<file path="src/design/uart_pkg.sv">
package uart_pkg;

    ////////////////////////////////////////////////////////////
    // Widths with a meaning
    ////////////////////////////////////////////////////////////
    typedef logic [15:0] cpb_t;       // Clocks per bit
    typedef logic [7:0]  byte_t;      // One character
    typedef logic [15:0] bus_data_t;  // Register bus word
    typedef logic [2:0]  reg_addr_t;  // Register address

    // Register map
    localparam reg_addr_t ADDR_CPB  = 3'd0;  // Divider, r/w
    localparam reg_addr_t ADDR_CFG  = 3'd1;  // Stop bits and irq enables
    localparam reg_addr_t ADDR_TXD  = 3'd2;  // Write starts a frame
    localparam reg_addr_t ADDR_RXD  = 3'd3;  // Read pops the byte
    localparam reg_addr_t ADDR_STAT = 3'd4;  // Status, read only

    // CFG bit positions
    localparam int CFG_STOP_TWO  = 0;
    localparam int CFG_IRQ_RX_EN = 1;
    localparam int CFG_IRQ_TX_EN = 2;

    // STAT bit positions
    localparam int STAT_TX_BUSY    = 0;
    localparam int STAT_TX_DONE    = 1;  // Sticky
    localparam int STAT_RX_VALID   = 2;
    localparam int STAT_RX_OVERRUN = 3;  // Sticky
    localparam int STAT_FRAME_ERR  = 4;  // Sticky

    ////////////////////////////////////////////////////////////
    // Bundles between the blocks
    ////////////////////////////////////////////////////////////
    typedef struct packed {
        logic      wr;     // One-cycle write strobe
        logic      rd;     // One-cycle read strobe
        reg_addr_t addr;
        bus_data_t wdata;
    } bus_req_t;

    typedef struct packed {
        cpb_t cpb;
        logic stop_two;   // 1 = two stop bits
    } line_cfg_t;

    typedef struct packed {
        logic  start;     // Pulse, only while tx idle
        byte_t data;
    } tx_req_t;

    typedef struct packed {
        logic  valid;     // Pulse at stop-bit sample
        byte_t data;
        logic  frame_err; // Stop bit was low
    } rx_evt_t;

    typedef enum logic [1:0] {TX_IDLE, TX_START, TX_DATA, TX_STOP} tx_state_t;
    typedef enum logic [1:0] {RX_IDLE, RX_START, RX_DATA, RX_STOP} rx_state_t;

endpackage
</file>
<file path="src/design/uart_top.sv">
`timescale 1ns/10ps

module uart_top #(
    parameter uart_pkg::cpb_t CPB_RESET = 16'd434
) (
    input  logic                 clk,
    input  logic                 rst,
    input  uart_pkg::bus_req_t   bus,
    output uart_pkg::bus_data_t  rdata,
    output logic                 irq,
    output logic                 txd,
    input  logic                 rxd
);
    import uart_pkg::*;

    line_cfg_t line_cfg;  // Shared by both serial units
    tx_req_t   tx_req;
    logic      tx_busy;
    logic      tx_done;
    rx_evt_t   rx_evt;

    ////////////////////////////////////////////////////////////
    // Register block
    ////////////////////////////////////////////////////////////
    uart_regs #(
        .CPB_RESET (CPB_RESET)
    ) regs0 (
        .clk      (clk),
        .rst      (rst),
        .bus      (bus),
        .rdata    (rdata),
        .line_cfg (line_cfg),
        .tx_req   (tx_req),
        .tx_busy  (tx_busy),
        .tx_done  (tx_done),
        .rx_evt   (rx_evt),
        .irq      (irq)
    );

    ////////////////////////////////////////////////////////////
    // Serial units, each with its own bit timer
    ////////////////////////////////////////////////////////////
    uart_tx tx0 (
        .clk      (clk),
        .rst      (rst),
        .line_cfg (line_cfg),
        .tx_req   (tx_req),
        .txd      (txd),
        .tx_busy  (tx_busy),
        .tx_done  (tx_done)
    );

    uart_rx rx0 (
        .clk      (clk),
        .rst      (rst),
        .line_cfg (line_cfg),
        .rxd      (rxd),      // Async, synchronized inside
        .rx_evt   (rx_evt)
    );

endmodule

</file>
<file path="src/design/uart_rx.sv">
`timescale 1ns/10ps

module uart_rx (
    input  logic                 clk,
    input  logic                 rst,
    input  uart_pkg::line_cfg_t  line_cfg,
    input  logic                 rxd,
    output uart_pkg::rx_evt_t    rx_evt
);
    import uart_pkg::*;

    logic       rxd_meta;   // First sync stage
    logic       rxd_sync;   // Safe to use
    logic       rxd_prev;   // For edge detect
    logic       start_edge;

    rx_state_t  state;
    cpb_t       bit_tmr;
    logic [2:0] bit_idx;
    byte_t      shreg;
    logic       half_end;
    logic       full_end;

    logic       evt_valid;
    byte_t      evt_data;
    logic       evt_ferr;

    ////////////////////////////////////////////////////////////
    // Input synchronizer
    ////////////////////////////////////////////////////////////
    always_ff @(posedge clk) begin
        if (rst) begin
            rxd_meta <= 1'b1;
            rxd_sync <= 1'b1;
            rxd_prev <= 1'b1;
        end else begin
            rxd_meta <= rxd;
            rxd_sync <= rxd_meta;
            rxd_prev <= rxd_sync;
        end
    end

    assign start_edge = rxd_prev && !rxd_sync;  // Falling edge
    assign half_end   = (bit_tmr == (line_cfg.cpb >> 1) - 16'd1);
    assign full_end   = (bit_tmr == line_cfg.cpb - 16'd1);

    ////////////////////////////////////////////////////////////
    // Sampling FSM
    ////////////////////////////////////////////////////////////
    always_ff @(posedge clk) begin
        if (rst) begin
            state     <= RX_IDLE;
            bit_tmr   <= '0;
            bit_idx   <= '0;
            evt_valid <= 1'b0;
        end else begin
            evt_valid <= 1'b0;
            case (state)
                RX_IDLE: begin
                    bit_tmr <= '0;  // Phase re-aligns on each edge
                    if (start_edge) state <= RX_START;
                end
                RX_START: begin
                    if (half_end) begin
                        bit_tmr <= '0;
                        bit_idx <= '0;
                        // High at mid start bit is a glitch
                        state   <= rxd_sync ? RX_IDLE : RX_DATA;
                    end else begin
                        bit_tmr <= bit_tmr + 16'd1;
                    end
                end
                RX_DATA: begin
                    if (full_end) begin
                        bit_tmr <= '0;
                        bit_idx <= bit_idx + 3'd1;
                        if (bit_idx == 3'd7) state <= RX_STOP;
                    end else begin
                        bit_tmr <= bit_tmr + 16'd1;
                    end
                end
                RX_STOP: begin
                    if (full_end) begin
                        bit_tmr   <= '0;
                        evt_valid <= 1'b1;  // Reported at first stop sample
                        state     <= RX_IDLE;
                    end else begin
                        bit_tmr <= bit_tmr + 16'd1;
                    end
                end
                default: state <= RX_IDLE;
            endcase
        end
    end

    // Data path, LSB arrives first
    always_ff @(posedge clk) begin
        if (state == RX_DATA && full_end) shreg <= {rxd_sync, shreg[7:1]};
        if (state == RX_STOP && full_end) begin
            evt_data <= shreg;
            evt_ferr <= !rxd_sync;  // Stop must be high
        end
    end

    assign rx_evt = '{valid: evt_valid, data: evt_data, frame_err: evt_ferr};

    a_valid_pulse: assert property (@(posedge clk) disable iff (rst)
        rx_evt.valid |=> !rx_evt.valid)
        else $error("rx valid longer than one cycle");

endmodule

</file>
<file path="src/design/uart_tx.sv">
`timescale 1ns/10ps

module uart_tx (
    input  logic                 clk,
    input  logic                 rst,
    input  uart_pkg::line_cfg_t  line_cfg,
    input  uart_pkg::tx_req_t    tx_req,
    output logic                 txd,
    output logic                 tx_busy,
    output logic                 tx_done
);
    import uart_pkg::*;

    tx_state_t  state;
    cpb_t       bit_tmr;   // Cycles into current bit
    logic [2:0] bit_idx;   // Data bit being sent
    logic       stop_cnt;  // Second stop bit in progress
    byte_t      shreg;
    logic       bit_end;

    assign bit_end = (bit_tmr == line_cfg.cpb - 16'd1);  // Last cycle of a bit
    assign tx_busy = (state != TX_IDLE);

    ////////////////////////////////////////////////////////////
    // Frame FSM and bit timer
    ////////////////////////////////////////////////////////////
    always_ff @(posedge clk) begin
        if (rst) begin
            state    <= TX_IDLE;
            txd      <= 1'b1;  // Line idles high
            tx_done  <= 1'b0;
            bit_tmr  <= '0;
            bit_idx  <= '0;
            stop_cnt <= 1'b0;
        end else begin
            tx_done <= 1'b0;
            // Timer restarts at every bit boundary
            if (state == TX_IDLE || bit_end) bit_tmr <= '0;
            else                            bit_tmr <= bit_tmr + 16'd1;

            case (state)
                TX_IDLE: begin
                    txd <= 1'b1;
                    if (tx_req.start) begin
                        state <= TX_START;
                        txd   <= 1'b0;  // Start bit
                    end
                end
                TX_START: begin
                    if (bit_end) begin
                        state   <= TX_DATA;
                        txd     <= shreg[0];  // Bit 0 first
                        bit_idx <= '0;
                    end
                end
                TX_DATA: begin
                    if (bit_end) begin
                        if (bit_idx == 3'd7) begin
                            state    <= TX_STOP;
                            txd      <= 1'b1;
                            stop_cnt <= 1'b0;
                        end else begin
                            txd     <= shreg[0];
                            bit_idx <= bit_idx + 3'd1;
                        end
                    end
                end
                TX_STOP: begin
                    if (bit_end) begin
                        if (line_cfg.stop_two && !stop_cnt) begin
                            stop_cnt <= 1'b1;  // One more bit time high
                        end else begin
                            state   <= TX_IDLE;
                            tx_done <= 1'b1;   // Same edge busy falls
                        end
                    end
                end
                default: state <= TX_IDLE;
            endcase
        end
    end

    // Shift register, LSB out first
    always_ff @(posedge clk) begin
        if (state == TX_IDLE && tx_req.start) begin
            shreg <= tx_req.data;
        end else if (bit_end && (state == TX_START || state == TX_DATA)) begin
            shreg <= {1'b1, shreg[7:1]};
        end
    end

    // Register block must hold off while a frame is in flight
    a_no_start_busy: assert property (@(posedge clk) disable iff (rst)
        tx_req.start |-> !tx_busy)
        else $error("tx start while busy");

endmodule

</file>
<file path="src/design/uart_regs.sv">
`timescale 1ns/10ps

module uart_regs #(
    parameter uart_pkg::cpb_t CPB_RESET = 16'd434
) (
    input  logic                 clk,
    input  logic                 rst,
    input  uart_pkg::bus_req_t   bus,
    output uart_pkg::bus_data_t  rdata,
    output uart_pkg::line_cfg_t  line_cfg,
    output uart_pkg::tx_req_t    tx_req,
    input  logic                 tx_busy,
    input  logic                 tx_done,
    input  uart_pkg::rx_evt_t    rx_evt,
    output logic                 irq
);
    import uart_pkg::*;

    // Config registers
    cpb_t  cpb_q;
    logic  stop_two_q;
    logic  irq_rx_en_q;
    logic  irq_tx_en_q;

    // Transmit request
    logic  tx_start_q;
    byte_t tx_data_q;

    // Sticky flags and stored byte
    logic  done_f;
    logic  rxv_f;
    logic  ovr_f;
    logic  ferr_f;
    byte_t rx_byte;

    bus_data_t stat_word;
    logic      rd_rxd;
    logic      rd_stat;
    logic      tx_accept;
    logic      rx_good;

    assign rd_rxd    = bus.rd && (bus.addr == ADDR_RXD);
    assign rd_stat   = bus.rd && (bus.addr == ADDR_STAT);
    assign tx_accept = bus.wr && (bus.addr == ADDR_TXD) && !tx_busy && !tx_start_q; // Busy drops it
    assign rx_good   = rx_evt.valid && !rx_evt.frame_err;

    ////////////////////////////////////////////////////////////
    // Bus writes and status flags
    ////////////////////////////////////////////////////////////
    always_ff @(posedge clk) begin
        if (rst) begin
            cpb_q       <= CPB_RESET;
            stop_two_q  <= 1'b0;
            irq_rx_en_q <= 1'b0;
            irq_tx_en_q <= 1'b0;
            tx_start_q  <= 1'b0;
            done_f      <= 1'b0;
            rxv_f       <= 1'b0;
            ovr_f       <= 1'b0;
            ferr_f      <= 1'b0;
        end else begin
            tx_start_q <= tx_accept;  // Single pulse, blocked by itself
            if (bus.wr && bus.addr == ADDR_CPB) cpb_q <= bus.wdata;
            if (bus.wr && bus.addr == ADDR_CFG) begin
                stop_two_q  <= bus.wdata[CFG_STOP_TWO];
                irq_rx_en_q <= bus.wdata[CFG_IRQ_RX_EN];
                irq_tx_en_q <= bus.wdata[CFG_IRQ_TX_EN];
            end
            // Clear on read first, new events win below
            if (rd_rxd) rxv_f <= 1'b0;
            if (rd_stat) begin
                done_f <= 1'b0;
                ovr_f  <= 1'b0;
                ferr_f <= 1'b0;
            end
            if (tx_done) done_f <= 1'b1;
            if (rx_evt.valid && rx_evt.frame_err) ferr_f <= 1'b1;   // Bad byte not kept
            if (rx_good) begin
                if (rxv_f && !rd_rxd) ovr_f <= 1'b1;  // Old byte stays
                else                  rxv_f <= 1'b1;
            end
        end
    end

    // Payload capture
    always_ff @(posedge clk) begin
        if (tx_accept) tx_data_q <= bus.wdata[7:0];
        if (rx_good && (!rxv_f || rd_rxd)) rx_byte <= rx_evt.data;
    end

    always_comb begin
        stat_word                  = '0;
        stat_word[STAT_TX_BUSY]    = tx_busy;
        stat_word[STAT_TX_DONE]    = done_f;
        stat_word[STAT_RX_VALID]   = rxv_f;
        stat_word[STAT_RX_OVERRUN] = ovr_f;
        stat_word[STAT_FRAME_ERR]  = ferr_f;
    end

    ////////////////////////////////////////////////////////////
    // Registered read data, held until next read
    ////////////////////////////////////////////////////////////
    always_ff @(posedge clk) begin
        if (rst) begin
            rdata <= '0;
        end else if (bus.rd) begin
            case (bus.addr)
                ADDR_CPB:  rdata <= cpb_q;
                ADDR_CFG:  rdata <= {13'd0, irq_tx_en_q, irq_rx_en_q, stop_two_q};
                ADDR_RXD:  rdata <= {8'd0, rx_byte};
                ADDR_STAT: rdata <= stat_word;
                default:   rdata <= '0;  // TXD reads as zero
            endcase
        end
    end

    assign line_cfg = '{cpb: cpb_q, stop_two: stop_two_q};
    assign tx_req   = '{start: tx_start_q, data: tx_data_q};
    assign irq      = (rxv_f && irq_rx_en_q) || (done_f && irq_tx_en_q);

    a_no_wr_rd: assert property (@(posedge clk) disable iff (rst)
        !(bus.wr && bus.rd))
        else $error("bus wr and rd high together");

    // Below 4 the receiver half-bit timer breaks down
    a_cpb_min: assert property (@(posedge clk) disable iff (rst)
        (bus.wr && bus.addr == ADDR_CPB) |-> (bus.wdata >= 16'd4))
        else $error("CPB written below 4");

endmodule

</file>
<file path="config.mk">
export PLATFORM = sky130hd
export DESIGN_NAME = uart_top
export DESIGN_NICKNAME = d
export VERILOG_FILES = /design/src/design/uart_pkg.sv /design/src/design/uart_top.sv /design/src/design/uart_rx.sv /design/src/design/uart_tx.sv /design/src/design/uart_regs.sv
export SDC_FILE = /design/constraint.sdc
export NUM_CORES = 1
export LEC_CHECK = 0
export BUFFER_PORTS_ARGS = -buffer_cell sky130_fd_sc_hd__buf_4
export CAP_MARGIN = 20
export CORE_ASPECT_RATIO = 0.75
export CORE_MARGIN = 8
export CORE_UTILIZATION = 55
export DETAILED_ROUTE_END_ITERATION = 6
export HOLD_SLACK_MARGIN = 0.05
export PLACE_DENSITY = 0.76
export SETUP_SLACK_MARGIN = 0.15
export SLEW_MARGIN = 20
export SYNTH_ARGS = -nofsm -noshare
export SYNTH_HDL_FRONTEND = slang
export SYNTH_SLANG_ARGS = --single-unit
</file>
<file path="constraint.sdc">
create_clock -name clk -period 3.5 [get_ports clk]
set_input_delay 0.175 -clock clk [delete_from_list [all_inputs] [get_ports clk]]
set_output_delay 0.175 -clock clk [all_outputs]
set_load 0.02 [all_outputs]
</file>
==> impl_metrics.py <==
metrics = {
    "final_layout": {
        "fin_util_pct": 66.5,
        "finish.instance_area_sq_um": 8070,
        "stdcell_count": 954,
        "multi_input_area_sq_um": 3510,
        "layout-drive-gt1-share_pct": 16.8,
        "areaGrowthSynthToFinish_pct": 19.6,
        "finalNetCount": 815,
        "antennaDiodeCount": 0,
        "regArea_sq_um": 3010,
        "num-fill-cells": 983,
    },
    "critical_path": {
        "cp_data_required_time_ns": 3.83,
        "crit_family": "simple AND/OR/NAND/NOR gates",
        "start_kind": "flip-flop",
        "cp.arrival_ns": 3.57,
        "critPathCaptureType": "flip-flop",
        "critical_path.startpoint": "regs0.cpb_q[8]$_SDFFE_PP1P_",
        "cpPeakStageDelay_ns": 0.55,
        "r2r_cells": 9,
        "cp_num_cells": 9,
        "worstPathCellList": "nor2_1 -> and4b_1 -> nand2_1 -> xnor2_1 -> or4_1 -> o41a_1 -> a21oi_2 -> o21ai_1 -> a221oi_2",
        "rr_endpoint": "rx0.state[0]$_SDFFE_PP0P_",
        "worstReg2RegStart": "regs0.cpb_q[8]$_SDFFE_PP1P_",
        "r2r_slack_ns": 0.26,
        "path_buf_inv": 0,
        "path_max_fanout": 9,
        "crit_path_end": "rx0.state[0]$_SDFFE_PP0P_",
        "slowest_stage": "nor2_1",
        "crit_type": "flip-flop to flip-flop",
    },
    "grt": {
        "grt_first_pass_wirelength_microns": 28200,
        "first_global_vias": 5380,
        "grt.total_usage_pct": 22.7,
        "grt_max_degree": 63,
        "antenna_found_initial": 0,
        "gr-total-overflow": 0,
    },
    "place": {
        "portBuffers": 41,
        "place_area_sq_um": 7230,
        "hpwl_microns": 12400,
        "dp.cells": 899,
        "place.gp.congestion": 0.967,
        "pre_cts_ws_ns": 0.183,
    },
    "outcome": {
        "status": "finished, final reports clean",
    },
    "die": {
        "fp-row-count": 35,
        "initial_core_util_pct": 55.6,
        "die_h_microns": 112,
        "die_w_microns": 144,
        "dieArea_sq_um": 16100,
        "io_pins": 42,
        "core_area_sq_um": 12100,
    },
    "sta": {
        "min_period_ns": 3.24,
        "setup_slack_ns": 0.265,
        "post-route-period-util_pct": 92.4,
        "hold_violations": 0,
        "rsz0062_at_grt": "false",
        "clock_skew_ns": 0.0112,
        "finalSetupViolations": 0,
        "max_freq_mhz": 309,
        "tightest_slew_ns": 0.773,
        "final_max_slew_viol_count": 0,
        "fin_tns_setup_ns": 0,
        "timing.hold.ws_ns": 0.116,
        "slew_headroom_pct": 48.5,
    },
    "synth": {
        "syn_area_sq_um": 6750,
        "yosysTopAreaCell": "dfxtp_1",
        "synth_top_area_share_pct": 26.4,
        "ys_async_sr_fraction_pct": 0,
        "synth-edff-count": 41,
        "synth_warnings": 0,
        "synth_area_leaders": "dfxtp_1 26%, edfxtp_1 18%, xnor2_1 6.0%",
        "synthCells": 716,
        "synth_common_cells": "89 x dfxtp_1, 88 x nor2_1, 59 x nand2_1",
        "synth-seq-cells": 130,
        "avgSynthCellArea_sq_um": 9.42,
        "synthFlopType": "dfxtp_1",
        "ys_seq_area_share_pct": 44.7,
        "yosysMostFrequentCell": "dfxtp_1",
        "syn-num-nets": 756,
        "synth_cell_types": 65,
    },
    "clock_network": {
        "cts.clk_slew.worst_paths_ns": 0.06,
        "clk_latency_ns": 0.43,
        "cts_buffer_depth": 2,
        "tritoncts": "built",
        "clockRootBuffer": "clkbuf_16",
        "cts_made_buffers": 17,
        "clkSinkCount": 130,
        "h-tree-depth": 4,
    },
    "drt": {
        "via_per_inst": 5.71,
        "wire_per_inst_microns": 18.4,
        "vias": 5452,
        "drt_iter0_drc": 421,
        "firstDrtPassIters": 5,
        "ant_nets": 0,
        "drc": 0,
        "drt-total-wl_microns": 17600,
    },
    "pwr": {
        "power.density_nw_per_um2": 467,
        "ir_worst_vdd_mv": 0.400,
        "total_power_mw": 3.77,
        "p_leak_nw": 2.96,
    },
    "job": {
        "maxCapViolations": 0,
    },
    "hold_path": {
        "hp-class": "input pin to flip-flop",
    },
}
layout by cell type, fill, tap and decap left out, types with 4 or more instances in the layout:
cell type / Yosys / routed
nor3_1: 13 / 12
inv_1: 16 / 16
buf_4: 2 / 65
nor2b_1: 21 / 21
edfxtp_1: 41 / 41
mux2i_1: 14 / 14
nand3b_1: 7 / 7
a22o_1: 5 / 5
clkbuf_16: 0 / 17
xnor2_1: 46 / 46
nand2b_1: 16 / 16
a21oi_1: 45 / 44
and2_1: 5 / 5
inv_6: 0 / 5
mux2_2: 8 / 8
nor3b_1: 5 / 4
and3_1: 12 / 12
nor2_1: 88 / 88
dfxtp_1: 89 / 89
ha_1: 16 / 15
a211o_1: 5 / 5
dlygate4sd3_1: 0 / 17
o21ai_0: 10 / 10
nand2_1: 59 / 59
nor4_1: 8 / 6
a31oi_1: 7 / 7
a22oi_1: 4 / 4
nand3_1: 34 / 34
nand4_1: 5 / 5
or2_2: 4 / 4
xor2_1: 41 / 41
kinds of logic after synthesis:
group	count (synthesis)	share of synthesized area [%]
multiplexers	22	3.41
XOR/XNOR	89	12.0
AND/OR/NAND/NOR	299	23.3
flip-flops	130	44.7
AO/OA/AOI/OAI	101	9.92
adder cells (fa/ha/maj)	16	2.97
buffers and inverters	59	3.80
report_power, final:
group / internal (mW) / switching [mW] / leakage [nW]
logic: 0.151 / 0.194 / 1.58
registers: 1.58 / 0.0371 / 1.09
clock network: 1.07 / 0.737 / 0.284
total: 2.80 / 0.968 / 2.96
metal layers:
| metal | routed length, microns | GRT usage (%) | vias up |
|---|---|---|---|
| met2 | 8020 | 34.3 | 213 |
| met1 | 7870 | 30.3 | 2602 |
| met3 | 1350 | 6.07 | 33 |
| li1 | - | - | 2604 |
| met4 | 317 | 8.67 | 0 |
| met5 | 0 | 0 | - |
worst min-delay path: cells and delay by family:
family | cells | cell delay (ns)
buffers and inverters | 1 | 0.15
and+or+nand+nor | 2 | 0.16
registers in the layout (all words and copies together), names as in the netlist, 2 cells and up, named ones only:
name	cells
regs0.cpb_q	16
regs0.rdata	16
rx0.bit_tmr	16
tx0.bit_tmr	16
regs0.rx_byte	8
regs0.tx_data_q	8
rx0.evt_data	8
rx0.shreg	8
tx0.shreg	8
rx0.bit_idx	3
tx0.bit_idx	3
tx0.state	2
how the worst min path moves through the flow:
stage / from / end / cells past startpoint
after CTS: bus[17] / regs0.tx_start_q$_SDFF_PP0_ / 3
after floorplan: bus[0] / regs0.tx_data_q[0]$_DFFE_PP_ / 0
final: bus[17] / regs0.tx_start_q$_SDFF_PP0_ / 3
after global routing: bus[17] / regs0.tx_start_q$_SDFF_PP0_ / 3
after global placement: rxd / rx0.rxd_meta$_SDFF_PP1_ / 2
after detailed placement: rxd / rx0.rxd_meta$_SDFF_PP1_ / 2
timing repair:
item,CTS,global route
pin swaps,0,1
hold buffers,17,0
setup buffers,0,6
endpoints found under the hold margin,28,0
setup endpoints to repair,9,60
gates resized for setup,1,4
final cells by class:
class,count,area share (%)
clock buffer,18,5.32
clock inverter,14,2.09
inverter,16,0.744
multi-input combinational,527,43.5
sequential,130,37.3
tap,166,2.57
timing repair buffer,83,8.40
Power figures use the tool's default switching activity.
